==> src/hdl/zx_pkg.sv <==
package zx_pkg;

	//////////////////////////////////////////////////
	// memory pages
	//////////////////////////////////////////////////

	localparam int PAGE_W = 8;

	typedef logic [PAGE_W-1:0] page_t;

	// fixed pages of windows 1 and 2 (4000 and 8000)
	localparam page_t WIN_PAGE1 = 8'd5;
	localparam page_t WIN_PAGE2 = 8'd2;

	//////////////////////////////////////////////////
	// i/o ports
	//////////////////////////////////////////////////

	localparam logic [15:0] PORT_EFF7_ADDR = 16'hEFF7;

	// low byte of the window page readback port
	localparam logic [7:0] PORT_BE_LOW = 8'hBE;

	// high byte of the tr-dos entry point
	localparam logic [7:0] DOS_ENTRY_HI = 8'h3D;

	// nobody answers, bus floats high
	localparam logic [7:0] OPEN_BUS = 8'hFF;

	// five ports need a third bit
	typedef enum logic [2:0] {
		PORT_NONE = 3'd0,
		PORT_7FFD = 3'd1,
		PORT_EFF7 = 3'd2,
		PORT_FE   = 3'd3,
		PORT_BE   = 3'd4
	} port_id_e;

	// rom bank numbers as seen on mem_page
	typedef enum logic [1:0] {
		ROM_BASIC128 = 2'd0,
		ROM_BASIC48  = 2'd1,
		ROM_TRDOS    = 2'd2
	} rom_bank_e;

endpackage

==> src/hdl/zx_bus_if.sv <==
`timescale 1ns/100ps

// decoded z80 bus cycle
interface zx_cycle_if;

	logic                port_wr;
	logic                port_rd;
	zx_pkg::port_id_e    port_id;
	logic [7:0]          port_data;
	logic                m1_fetch;
	logic [15:0]         addr;

	modport decoder (
		output port_wr, port_rd, port_id, port_data, m1_fetch, addr
	);

	modport regs (
		input port_wr, port_id, port_data, m1_fetch, addr
	);

	modport map (
		input port_rd, port_id, addr
	);

endinterface

// paging state from the port registers
interface zx_map_if;

	zx_pkg::rom_bank_e rom_bank;
	logic              ram0_in_rom;
	zx_pkg::page_t     page3;

	modport regs (
		output rom_bank, ram0_in_rom, page3
	);

	modport map (
		input rom_bank, ram0_in_rom, page3
	);

endinterface

==> src/hdl/zx_bus_decode.sv <==
`timescale 1ns/100ps

module zx_bus_decode (
	input  logic        fclk,
	input  logic        reset,
	input  logic [15:0] a,
	input  logic [7:0]  d_in,
	input  logic        iorq_n,
	input  logic        rd_n,
	input  logic        wr_n,
	input  logic        m1_n,
	input  logic        mreq_n,
	zx_cycle_if.decoder cyc
);

	logic [15:0] a_r;
	logic [7:0]  d_r;
	logic        iorq_r;
	logic        rd_r;
	logic        wr_r;
	logic        m1_r;
	logic        mreq_r;

	logic        wr_act;
	logic        rd_act;
	logic        m1_act;
	logic        wr_act_q;
	logic        m1_act_q;

	zx_pkg::port_id_e id_next;

	//////////////////////////////////////////////////
	// input sampling
	//////////////////////////////////////////////////

	always_ff @(posedge fclk)
	begin
		a_r <= a;
		d_r <= d_in;
		if (reset)
		begin
			iorq_r <= 1'b1;
			rd_r   <= 1'b1;
			wr_r   <= 1'b1;
			m1_r   <= 1'b1;
			mreq_r <= 1'b1;
		end
		else
		begin
			iorq_r <= iorq_n;
			rd_r   <= rd_n;
			wr_r   <= wr_n;
			m1_r   <= m1_n;
			mreq_r <= mreq_n;
		end
	end

	assign wr_act = ~iorq_r & ~wr_r;
	assign rd_act = ~iorq_r & ~rd_r;
	assign m1_act = ~m1_r & ~mreq_r;

	// FE and BE share a[0]=0, so direction picks between them
	always_comb
	begin
		id_next = zx_pkg::PORT_NONE;
		if (rd_act)
		begin
			if (a_r[7:0] == zx_pkg::PORT_BE_LOW)
				id_next = zx_pkg::PORT_BE;
		end
		else if (a_r == zx_pkg::PORT_EFF7_ADDR)
			id_next = zx_pkg::PORT_EFF7;
		else if (!a_r[15] && !a_r[1] && a_r[0])
			id_next = zx_pkg::PORT_7FFD;
		else if (!a_r[0])
			id_next = zx_pkg::PORT_FE;
	end

	//////////////////////////////////////////////////
	// cycle events
	//////////////////////////////////////////////////

	always_ff @(posedge fclk)
	begin
		cyc.addr      <= a_r;
		cyc.port_data <= d_r;
		if (reset)
		begin
			wr_act_q     <= 1'b0;
			m1_act_q     <= 1'b0;
			cyc.port_wr  <= 1'b0;
			cyc.port_rd  <= 1'b0;
			cyc.m1_fetch <= 1'b0;
			cyc.port_id  <= zx_pkg::PORT_NONE;
		end
		else
		begin
			wr_act_q     <= wr_act;
			m1_act_q     <= m1_act;
			// rising edges only, one event per bus cycle
			cyc.port_wr  <= wr_act & ~wr_act_q;
			cyc.m1_fetch <= m1_act & ~m1_act_q;
			cyc.port_rd  <= rd_act;
			cyc.port_id  <= id_next;
		end
	end

endmodule

==> src/hdl/zx_port_regs.sv <==
`timescale 1ns/100ps

module zx_port_regs (
	input  logic       fclk,
	input  logic       reset,
	zx_cycle_if.regs   cyc,
	zx_map_if.regs     map,
	output logic [2:0] border,
	output logic       beep,
	output logic       dos
);

	// kept fields of 7FFD
	logic [1:0] page_hi;
	logic [2:0] page_lo;
	logic       rom_sel;
	logic       lock;

	logic       wr_7ffd;
	logic       wr_eff7;
	logic       wr_fe;

	assign wr_7ffd = cyc.port_wr && (cyc.port_id == zx_pkg::PORT_7FFD) && !lock;
	assign wr_eff7 = cyc.port_wr && (cyc.port_id == zx_pkg::PORT_EFF7);
	assign wr_fe   = cyc.port_wr && (cyc.port_id == zx_pkg::PORT_FE);

	//////////////////////////////////////////////////
	// port registers
	//////////////////////////////////////////////////

	always_ff @(posedge fclk)
	begin
		if (reset)
		begin
			page_hi         <= 2'd0;
			page_lo         <= 3'd0;
			rom_sel         <= 1'b0;
			lock            <= 1'b0;
			map.ram0_in_rom <= 1'b0;
			border          <= 3'd0;
			beep            <= 1'b0;
		end
		else
		begin
			// lock holds until reset
			if (wr_7ffd)
			begin
				page_hi <= cyc.port_data[7:6];
				lock    <= cyc.port_data[5];
				rom_sel <= cyc.port_data[4];
				page_lo <= cyc.port_data[2:0];
			end
			if (wr_eff7)
				map.ram0_in_rom <= cyc.port_data[3];
			if (wr_fe)
			begin
				border <= cyc.port_data[2:0];
				beep   <= cyc.port_data[4];
			end
		end
	end

	//////////////////////////////////////////////////
	// tr-dos switch
	//////////////////////////////////////////////////

	always_ff @(posedge fclk)
	begin
		if (reset)
			dos <= 1'b0;
		else if (cyc.m1_fetch)
		begin
			if (cyc.addr[15:8] == zx_pkg::DOS_ENTRY_HI && map.rom_bank == zx_pkg::ROM_BASIC48)
				dos <= 1'b1;
			else if (cyc.addr[15:14] != 2'd0)
				dos <= 1'b0;
		end
	end

	assign map.rom_bank = dos     ? zx_pkg::ROM_TRDOS :
	                      rom_sel ? zx_pkg::ROM_BASIC48 : zx_pkg::ROM_BASIC128;

	// pentagon-512 page of window 3
	assign map.page3 = {3'd0, page_hi, page_lo};

endmodule

==> src/hdl/zx_mem_map.sv <==
`timescale 1ns/100ps

module zx_mem_map (
	input  logic          fclk,
	input  logic          reset,
	zx_cycle_if.map       cyc,
	zx_map_if.map         map,
	output logic          mem_rom,
	output zx_pkg::page_t mem_page,
	output logic [7:0]    d_out,
	output logic          d_oe
);

	zx_pkg::page_t pages [0:3];
	logic          win0_rom;
	logic [1:0]    win;
	logic [1:0]    rb_win;
	logic          rb_hit;

	//////////////////////////////////////////////////
	// window pages
	//////////////////////////////////////////////////

	assign win0_rom = ~map.ram0_in_rom;

	// window 0 is either a rom bank or ram page 0
	assign pages[0] = win0_rom ? zx_pkg::page_t'(map.rom_bank) : '0;
	assign pages[1] = zx_pkg::WIN_PAGE1;
	assign pages[2] = zx_pkg::WIN_PAGE2;
	assign pages[3] = map.page3;

	assign win = cyc.addr[15:14];

	always_ff @(posedge fclk)
	begin
		if (reset)
		begin
			mem_rom  <= 1'b1;
			mem_page <= '0;
		end
		else
		begin
			mem_rom  <= (win == 2'd0) && win0_rom;
			mem_page <= pages[win];
		end
	end

	//////////////////////////////////////////////////
	// read data
	//////////////////////////////////////////////////

	// xxBE with high byte 00..03 reads back that window
	assign rb_win = cyc.addr[9:8];
	assign rb_hit = (cyc.port_id == zx_pkg::PORT_BE) && (cyc.addr[15:10] == 6'd0);

	always_ff @(posedge fclk)
	begin
		d_out <= rb_hit ? pages[rb_win] : zx_pkg::OPEN_BUS;
	end

	always_ff @(posedge fclk)
	begin
		if (reset)
			d_oe <= 1'b0;
		else
			d_oe <= cyc.port_rd;
	end

endmodule

==> src/hdl/zx_pager_top.sv <==
`timescale 1ns/100ps

module zx_pager_top (
	input  logic          fclk,
	input  logic          reset,
	input  logic [15:0]   a,
	input  logic [7:0]    d_in,
	input  logic          iorq_n,
	input  logic          mreq_n,
	input  logic          rd_n,
	input  logic          wr_n,
	input  logic          m1_n,
	output logic [7:0]    d_out,
	output logic          d_oe,
	output logic          mem_rom,
	output zx_pkg::page_t mem_page,
	output logic [2:0]    border,
	output logic          beep,
	output logic          dos
);

	zx_cycle_if cyc ();
	zx_map_if   map ();

	// z80 strobes to cycle events
	zx_bus_decode u_decode (
		.fclk   (fclk),
		.reset  (reset),
		.a      (a),
		.d_in   (d_in),
		.iorq_n (iorq_n),
		.rd_n   (rd_n),
		.wr_n   (wr_n),
		.m1_n   (m1_n),
		.mreq_n (mreq_n),
		.cyc    (cyc.decoder)
	);

	zx_port_regs u_regs (
		.fclk   (fclk),
		.reset  (reset),
		.cyc    (cyc.regs),
		.map    (map.regs),
		.border (border),
		.beep   (beep),
		.dos    (dos)
	);

	zx_mem_map u_map (
		.fclk     (fclk),
		.reset    (reset),
		.cyc      (cyc.map),
		.map      (map.map),
		.mem_rom  (mem_rom),
		.mem_page (mem_page),
		.d_out    (d_out),
		.d_oe     (d_oe)
	);

endmodule

==> config.mk <==
export PLATFORM = sky130hd
export DESIGN_NAME = zx_pager_top
export DESIGN_NICKNAME = d
export VERILOG_FILES = /design/src/hdl/zx_pkg.sv /design/src/hdl/zx_bus_if.sv /design/src/hdl/zx_bus_decode.sv /design/src/hdl/zx_port_regs.sv /design/src/hdl/zx_mem_map.sv /design/src/hdl/zx_pager_top.sv
export SDC_FILE = /design/constraint.sdc
export NUM_CORES = 1
export LEC_CHECK = 0
export ABC_AREA = 0
export BUFFER_PORTS_ARGS = -buffer_cell sky130_fd_sc_hd__buf_2
export CAP_MARGIN = 15
export CORE_MARGIN = 10
export CORE_UTILIZATION = 42
export CTS_CLUSTER_DIAMETER = 200
export DETAILED_ROUTE_END_ITERATION = 8
export PLACE_DENSITY = 0.74
export SLEW_MARGIN = 40
export SYNTH_ARGS = -nofsm -noshare
export SYNTH_HDL_FRONTEND = slang
export SYNTH_HIERARCHICAL = 1
export SYNTH_SLANG_ARGS = --single-unit
==> constraint.sdc <==
create_clock -name fclk -period 1.2 [get_ports fclk]
set_input_delay 0.06 -clock fclk [delete_from_list [all_inputs] [get_ports fclk]]
set_output_delay 0.06 -clock fclk [all_outputs]
set_load 0.02 [all_outputs]
* After elaboration in Yosys (flattened, before gate mapping)
Index checks and enable logic that the tools add are counted.
** Word-level totals
- Register bits after elaboration :: 92
- Bits in latches :: 0
- Bits in writable memories :: 0
- Memory bits (read-only) :: 0
- Input bits :: 31
- Output and inout bits :: 23
- Word-level logic and storage cells :: 85
- Memories kept :: 0
** Cells by class
- $add $sub $neg :: 0
- Multipliers :: 0
- Divide/modulo/power cells :: 0
- $lt $le $gt $ge :: 2
- Equality and inequality tests :: 8
- Shifts and indexed selects :: 0
- Muxes and demuxes :: 16
- Bitwise operators :: 15
- Reduce and logical (&&, ||, !) cells :: 17
** Operators by type and width (count)
- $bmux W8 S2 :: 2
- $mux W8 :: 4
- $eq A16 B16 Y1 const B :: 1
- $mux W3 :: 4
- $logic_and A1 B1 Y1 :: 9
- $eq A8 B6 Y1 const B :: 1
- $eq A8 B8 Y1 const B :: 1
- $not A1 Y1 :: 8
- $eq A3 B2 Y1 const B :: 2
- $ge A3 B3 Y1 const B :: 2
- $logic_not A6 Y1 :: 1
- $mux W2 :: 3
- $not A2 Y3 :: 2
- $and A1 B1 Y1 :: 5
- $reduce_bool A2 Y1 :: 2
- $eq A3 B1 Y1 const B :: 1
- $eq A3 B3 Y1 const B :: 1
- $logic_not A1 Y1 :: 3
- $mux W1 :: 3
- $eq A2 B1 Y1 const B :: 1
- $logic_not A2 Y1 :: 1
- $reduce_and A2 Y1 :: 1

* Logic depth before layout (Yosys ltp)
Gate-level depths: netlist (run 1).
- Depth after elaboration :: 6
- Depth in mapped cells :: 4
- Gate-level depth less buffers :: 4

* Hierarchy
The synthesis (run 1) kept the hierarchy.
** Modules (own cells, without submodules)
- zx_bus_decode :: instances 1, cells an instance 83, area each 1368.8 um^2, seq. area each 1221.2 um^2
- zx_mem_map :: instances 1, cells an instance 57, area each 634.4 um^2, seq. area each 360.3 um^2
- zx_port_regs :: instances 1, cells an instance 62, area each 609.3 um^2, seq. area each 260.2 um^2

* Least setup slack after synthesis (run 1)
Ideal clock, no wire load.
- Kind :: reg-to-reg
- Start :: register u_decode.a_r[12]
- End :: register u_decode.cyc.port_id[1]
- Library setup time :: 0.079 ns
- Arrival time :: 1.137 ns
- Data required time :: 1.121 ns
- Slack :: -0.016 ns
- Stages on the path, launching flop included :: 4
- Buffers on the path :: 0
- Period minus slack after synthesis :: 1.216 ns
- Cells stage by stage :: dfxtp_1 nand4b_1 or4_1 a211oi_2
** On the way
- Word-level cells in the longest chain between the ends :: 3
** RTL lines
- from (decl) :: line zx_bus_decode.sv:16 : logic [15:0] a_r;
- from (signal assigned) :: line zx_bus_decode.sv:38 : a_r <= a;
- $eq A16 B16 Y1 :: line zx_bus_decode.sv:71 : else if (a_r == zx_pkg::PORT_EFF7_ADDR)
- $mux W3 :: line zx_bus_decode.sv:71
- $mux W3 :: line zx_bus_decode.sv:66 : if (rd_act)
- to (signal assigned) :: line zx_bus_decode.sv:94 : cyc.port_id <= zx_pkg::PORT_NONE;
- to (signal assigned) :: line zx_bus_decode.sv:104 : cyc.port_id <= id_next;
- to (decl) :: line zx_bus_if.sv:14 : output port_wr, port_rd, port_id, port_data, m1_fetch, addr
Every way passes these cells.
A chain may end at the register's enable or synchronous reset.

* Final worst setup path (run 1)
- Start :: register u_decode.a_r[3]
- End :: register u_decode.cyc.port_id[1]
The elaborated chain is that of the path after synthesis.

==> results.cfg, run 1 <==
[global_route]
overflow = 0
grt_pass1_vias = 1708
grt_max_degree = 21
grt_pass1_wl_um = 7910
grt_usage_pct = 11.2
antenna_found_initial = 0

[clock_tree]
numCtsBuffers = 9
htree_levels = 3
clockRootBuffer = clkbuf_8
clk_pin_slew_ps = 80
clk_latency_ps = 340
clock_sinks = 84
cts_tree = done
clk_path_buf_depth = 2

[synth]
syn_area_per_cell_sq_um = 12.6
synth.yosys.warnings = 6
netlist_area_sq_um = 2450
syn_inst = 194

[route]
ant_nets = 0
dr.pass1.iters = 4
drc = 0
vias = 1666
routed_via_density = 4.55
drtIter0Drc = 62
routed_wirelength_um = 4940
wl_per_cell_um = 13.5

[cells_and_area]
diodes = 0
areaGrowthSynthToFinish_pct = 35.3
fill_cells = 464
drive_above_1_share_pct = 31.6
fin_util_pct = 59.5
fin_nets = 320
stdcell_area_sq_um = 3320

[critical_path]
r2r-start = u_decode/a_r[3]
crit_required_ps = 1470
critical_path_arrival_ps = 1560
max_stage_delay_ps = 530
r2r_setup_slack_ps = -90
crit_path_end = u_decode/cyc.port_id[1]
cp_slowest_cell = or4_4
crit_cells = 3
reg2regPathDepth = 3
timing.critical_path.buf_inv = 0
cpLargestDelayFamily = simple AND/OR/NAND/NOR gates
startpoint_type = flip-flop
cp-end-kind = flip-flop
reg2reg_to = u_decode/cyc.port_id[1]
cp_cell_sequence = nand4b_1 > or4_4 > a211oi_2
startpoint = u_decode/a_r[3]
crit_type = flip-flop to flip-flop
worst-path-max-fanout = 2

[flow_run]
drv_cap = 0

[pwr]
pwr-share-seq_pct = 58.8
irDropWorstVdd_uv = 1130
p_int_w = 0.00386
p_clk_share_pct = 36.2
pwr-share-comb_pct = 5.0
p_leak_nw = 1.42
power.density_nw_per_um2 = 1510
p_sw_w = 0.00114
finalPower_w = 0.00500
swShare_pct = 22.8

[timing]
rsz0062_at_grt = yes
fin_crit_sh_pct = 108
min_period_ps = 1290
max_freq_mhz = 774
tns_ps = -91.7
final-hold-violation-count = 0
skew_ps = 5.35
holdWs_ps = 331
slew_viol_final = 0
setup_viol = 1
setup_ws_ps = -91.7

[placement]
portBuffers = 53
post_dp_cell_area_sq_um = 2820
dp_hpwl_um = 3300
gp_congestion = 0.755

[outcome]
status = finished with violations
violations = setup timing

[hold_path]
holdCritPathClass = flip-flop to flip-flop

[floorplanning]
start_util_pct = 44.0
die_y_um = 96.4
num_rows = 27
coreArea_sq_um = 5570
die_area_sq_um = 9290
die_w_um = 96.4
io_pins = 54
==> state kept, by name, summed over array words and instances (netlist names), 3 cells and up <==
register                flops
u_decode/a_r               16
u_decode/cyc.addr           8
u_decode/cyc.port_data      8
u_decode/cyc.port_id        3
u_decode/d_r                8
u_map/d_out                 8
u_map/mem_page              8
u_regs/border               3
u_regs/page_lo              3
==> metrics by stage <==
step,cells,setup WS (ps)
floorplan,196,20.8
global placement,319,-9.01
detailed placement,319,-26.5
CTS,365,-95.0
global route,366,-111
finish,366,-91.7
==> per-layer routing <==
layer  part of all wire [%]  track usage (%)  vias to the layer above  wire [um]
li1                       -                -                      855          -
met1                     42             12.0                      743       2070
met2                     48             18.3                       57       2360
met3                    7.7             3.86                       11        379
met4                    2.7             7.63                        0        134
met5                      0                0                        -          0
==> area by class of cell <==
class / instances / area (sq um) / share of cell area [%]
Clock buffer: 10 / 138 / 4.15
Clock inverter: 6 / 47.5 / 1.43
Inverter: 5 / 18.8 / 0.566
Multi-Input combinational cell: 97 / 708 / 21.4
Sequential cell: 84 / 1680 / 50.7
Tap cell: 72 / 90.1 / 2.72
Timing Repair Buffer: 92 / 633 / 19.1
==> cell usage in the layout (no fill, tap or decap), types with 3 or more instances in the layout <==
cell,count
dfxtp_1,84
buf_2,53
dlygate4sd3_1,30
clkbuf_8,10
buf_4,9
nand4b_1,9
nand2b_1,8
nor2_1,7
or2_2,5
nor3_1,5
inv_1,5
and2_1,5
a31o_1,5
mux2i_1,5
o21ai_1,5
clkinvlp_4,4
a21oi_1,4
nand3_1,3
nor2b_1,3
conb_1,3
==> what timing repair did <==
item,in CTS,in global routing
pin swaps,0,1
endpoints found under the setup margin,1,13
hold buffers,30,0
gates resized for setup,0,1
setup buffers,0,1
hold endpoints to repair,30,0
==> worst min path at each step <==
stage | start | endpoint | slack (ps) | cells after the start
floorplan | a[0] | u_decode/a_r[0] | 90 | 0
global placement | a[13] | u_decode/a_r[13] | 160 | 1
detailed placement | a[6] | u_decode/a_r[6] | 160 | 1
CTS | a[6] | u_decode/a_r[6] | 330 | 2
global route | d_in[2] | u_decode/d_r[2] | 330 | 2
finish | u_decode/d_r[6] | u_decode/cyc.port_data[6] | 330 | 0
==> power groups by stage <==
stage | registers, W | clock network, W | logic, W
after floorplan | 0.00300 | 0 | 0.0000831
after global routing | 0.00295 | 0.00197 | 0.000272
after detailed placement | 0.00301 | 0 | 0.000168
after CTS | 0.00294 | 0.00185 | 0.000242
after global placement | 0.00300 | 0 | 0.000165
final | 0.00294 | 0.00181 | 0.000248
No activity file was read; power rests on OpenSTA's default activity.
==> run 2: changes to the inputs <==
--- a/config.mk
+++ b/config.mk
@@ -8,7 +8,7 @@
 export ABC_AREA = 0
 export BUFFER_PORTS_ARGS = -buffer_cell sky130_fd_sc_hd__buf_2
 export CAP_MARGIN = 15
-export CORE_MARGIN = 10
+export CORE_MARGIN = 3
 export CORE_UTILIZATION = 42
 export CTS_CLUSTER_DIAMETER = 200
 export DETAILED_ROUTE_END_ITERATION = 8
==> run 2 against run 1 <==
  * Count of clock-buffer cells in the layout grew 5
  * Global-route usage grew 3.0 points
  * Setup slack gained 76 ps
  * Largest power group unchanged
  * The flow still finishes with violations (setup timing)
  * Sequential share of layout area is essentially flat
  * Critical path type unchanged
  * Cell area is essentially flat
  * Register-to-register slack gained 80 ps
==> results.cfg, run 2 (synthesized netlist as in run 1, its figures left out) <==
[global_route]
grt_max_degree = 23
grt_pass1_wl_um = 7000
grt_pass1_vias = 1568
antenna_found_initial = 0
grt_usage_pct = 14.2
overflow = 0

[floorplanning]
num_rows = 27
coreArea_sq_um = 5570
die_area_sq_um = 6790
die_y_um = 82.4
start_util_pct = 44.0
die_w_um = 82.4
io_pins = 54

[route]
routed_wirelength_um = 4120
routed_via_density = 4.45
vias = 1630
drc = 0
wl_per_cell_um = 11.3
dr.pass1.iters = 4
drtIter0Drc = 91
ant_nets = 0

[critical_path]
critical_path_arrival_ps = 1480
startpoint_type = flip-flop
crit_type = flip-flop to flip-flop
r2r-start = u_decode/a_r[3]
worst-path-max-fanout = 2
crit_required_ps = 1460
cp-end-kind = flip-flop
startpoint = u_decode/a_r[3]

[placement]
dp_hpwl_um = 2830
dp_slack_ps = -11.5
dp.cells = 319
portBuffers = 53
gp_congestion = 0.722

[clock_tree]
clk_path_buf_depth = 2
clock_sinks = 84
clk_pin_slew_ps = 70
clk_latency_ps = 330
htree_levels = 3
clockRootBuffer = clkbuf_8
numCtsBuffers = 9
cts_tree = done

[timing]
setup_viol = 1
holdWs_ps = 328
max_freq_mhz = 823
final-hold-violation-count = 0
setup_ws_ps = -15.5
slew_viol_final = 0
min_period_ps = 1220
fin_crit_sh_pct = 101
skew_ps = 4.38
rsz0062_at_grt = yes

[pwr]
pwr-share-comb_pct = 4.9
p_sw_w = 0.000995
power.density_nw_per_um2 = 1500
finalPower_w = 0.00496
irDropWorstVdd_uv = 979
p_int_w = 0.00396
p_clk_share_pct = 35.7
swShare_pct = 20.1
p_leak_nw = 1.43
pwr-share-seq_pct = 59.4

[outcome]
status = finished with violations
violations = setup timing

[cells_and_area]
areaGrowthSynthToFinish_pct = 35.2
drive_above_1_share_pct = 30.3
fin_cells = 366
largest-register = u_decode/a_r
largest_register_ffs = 16
diodes = 0
mostFrequentLayoutCells = 84 x dfxtp_1, 53 x buf_2, 30 x dlygate4sd3_1
final_common_cell = dfxtp_1
fin_nets = 320

[hold_path]
holdCritPathClass = flip-flop to flip-flop
hp-start = u_decode/d_r[6]

[flow_run]
drv_cap = 0
run 2: cell types whose count changed in the layout (fill, tap and decap cells not counted), sizes merged:
cell / change
clkinvlp: -4
inv: -2
clkbuf: +5
clkinv: +1
run 2: path summary, 6_finish.rpt:
path | slack (ps) | cells after the start | end
max | -20 | 3 | u_decode/cyc.port_id[1]
min | 330 | 0 | u_decode/cyc.port_data[6]
max reg2reg | -20 | 3 | u_decode/cyc.port_id[1]
min reg2reg | 330 | 0 | u_decode/cyc.port_data[6]
run 2: critical path: stages (launching register included):
cell and delay, ps:
dfxtp_1 300, nand4b_1 150, or4_1 520, a211oi_2 180
run 2: timing repair:
item | CTS | global route
hold buffers | 30 | 0
gates resized for setup | 0 | 1
setup buffers | 0 | 1
setup endpoints to repair | 1 | 13
hold endpoints to repair | 30 | 0
pin swaps | 0 | 2
gates cloned | 0 | 0
run 2: layout make-up:
| type | instances | area (sq um) |
|---|---|---|
| fill | 463 | 2260 |
| sequential | 84 | 1680 |
| multi-input combinational | 97 | 711 |
| timing repair buffer | 92 | 633 |
| clock buffer | 15 | 176 |
| tap | 72 | 90.1 |
| inverter | 5 | 18.8 |
| clock inverter | 1 | 5.00 |
run 2: power by group through the flow:
| stage | clock network [W] | logic [W] | registers, W |
|---|---|---|---|
| CTS | 0.00183 | 0.000239 | 0.00294 |
| global route | 0.00197 | 0.000268 | 0.00295 |
| detailed placement | 0 | 0.000167 | 0.00301 |
| global placement | 0 | 0.000165 | 0.00300 |
| finish | 0.00177 | 0.000243 | 0.00294 |
| floorplan | 0 | 0.0000831 | 0.00300 |
run 2: per-layer routing:
layer	GRT usage (%)	part of all wire [%]	wire length [um]	vias to the layer above
met2	21.1	44	1830	45
met3	4.23	6.8	282	9
met1	16.9	46	1910	724
met5	0	0	0	-
li1	-	-	-	852
met4	11.5	2.3	95	0
run 2: metrics by stage:
step / instance area, sq um / util, % / setup TNS, ps
after floorplan: 2460 / - / 0
after global placement: 2820 / 50.6 / -10.2
after detailed placement: 2820 / 50.6 / -11.5
after CTS: 3300 / 59.2 / -23.3
after global routing: 3320 / 59.5 / -168
final: 3320 / 59.5 / -15.5
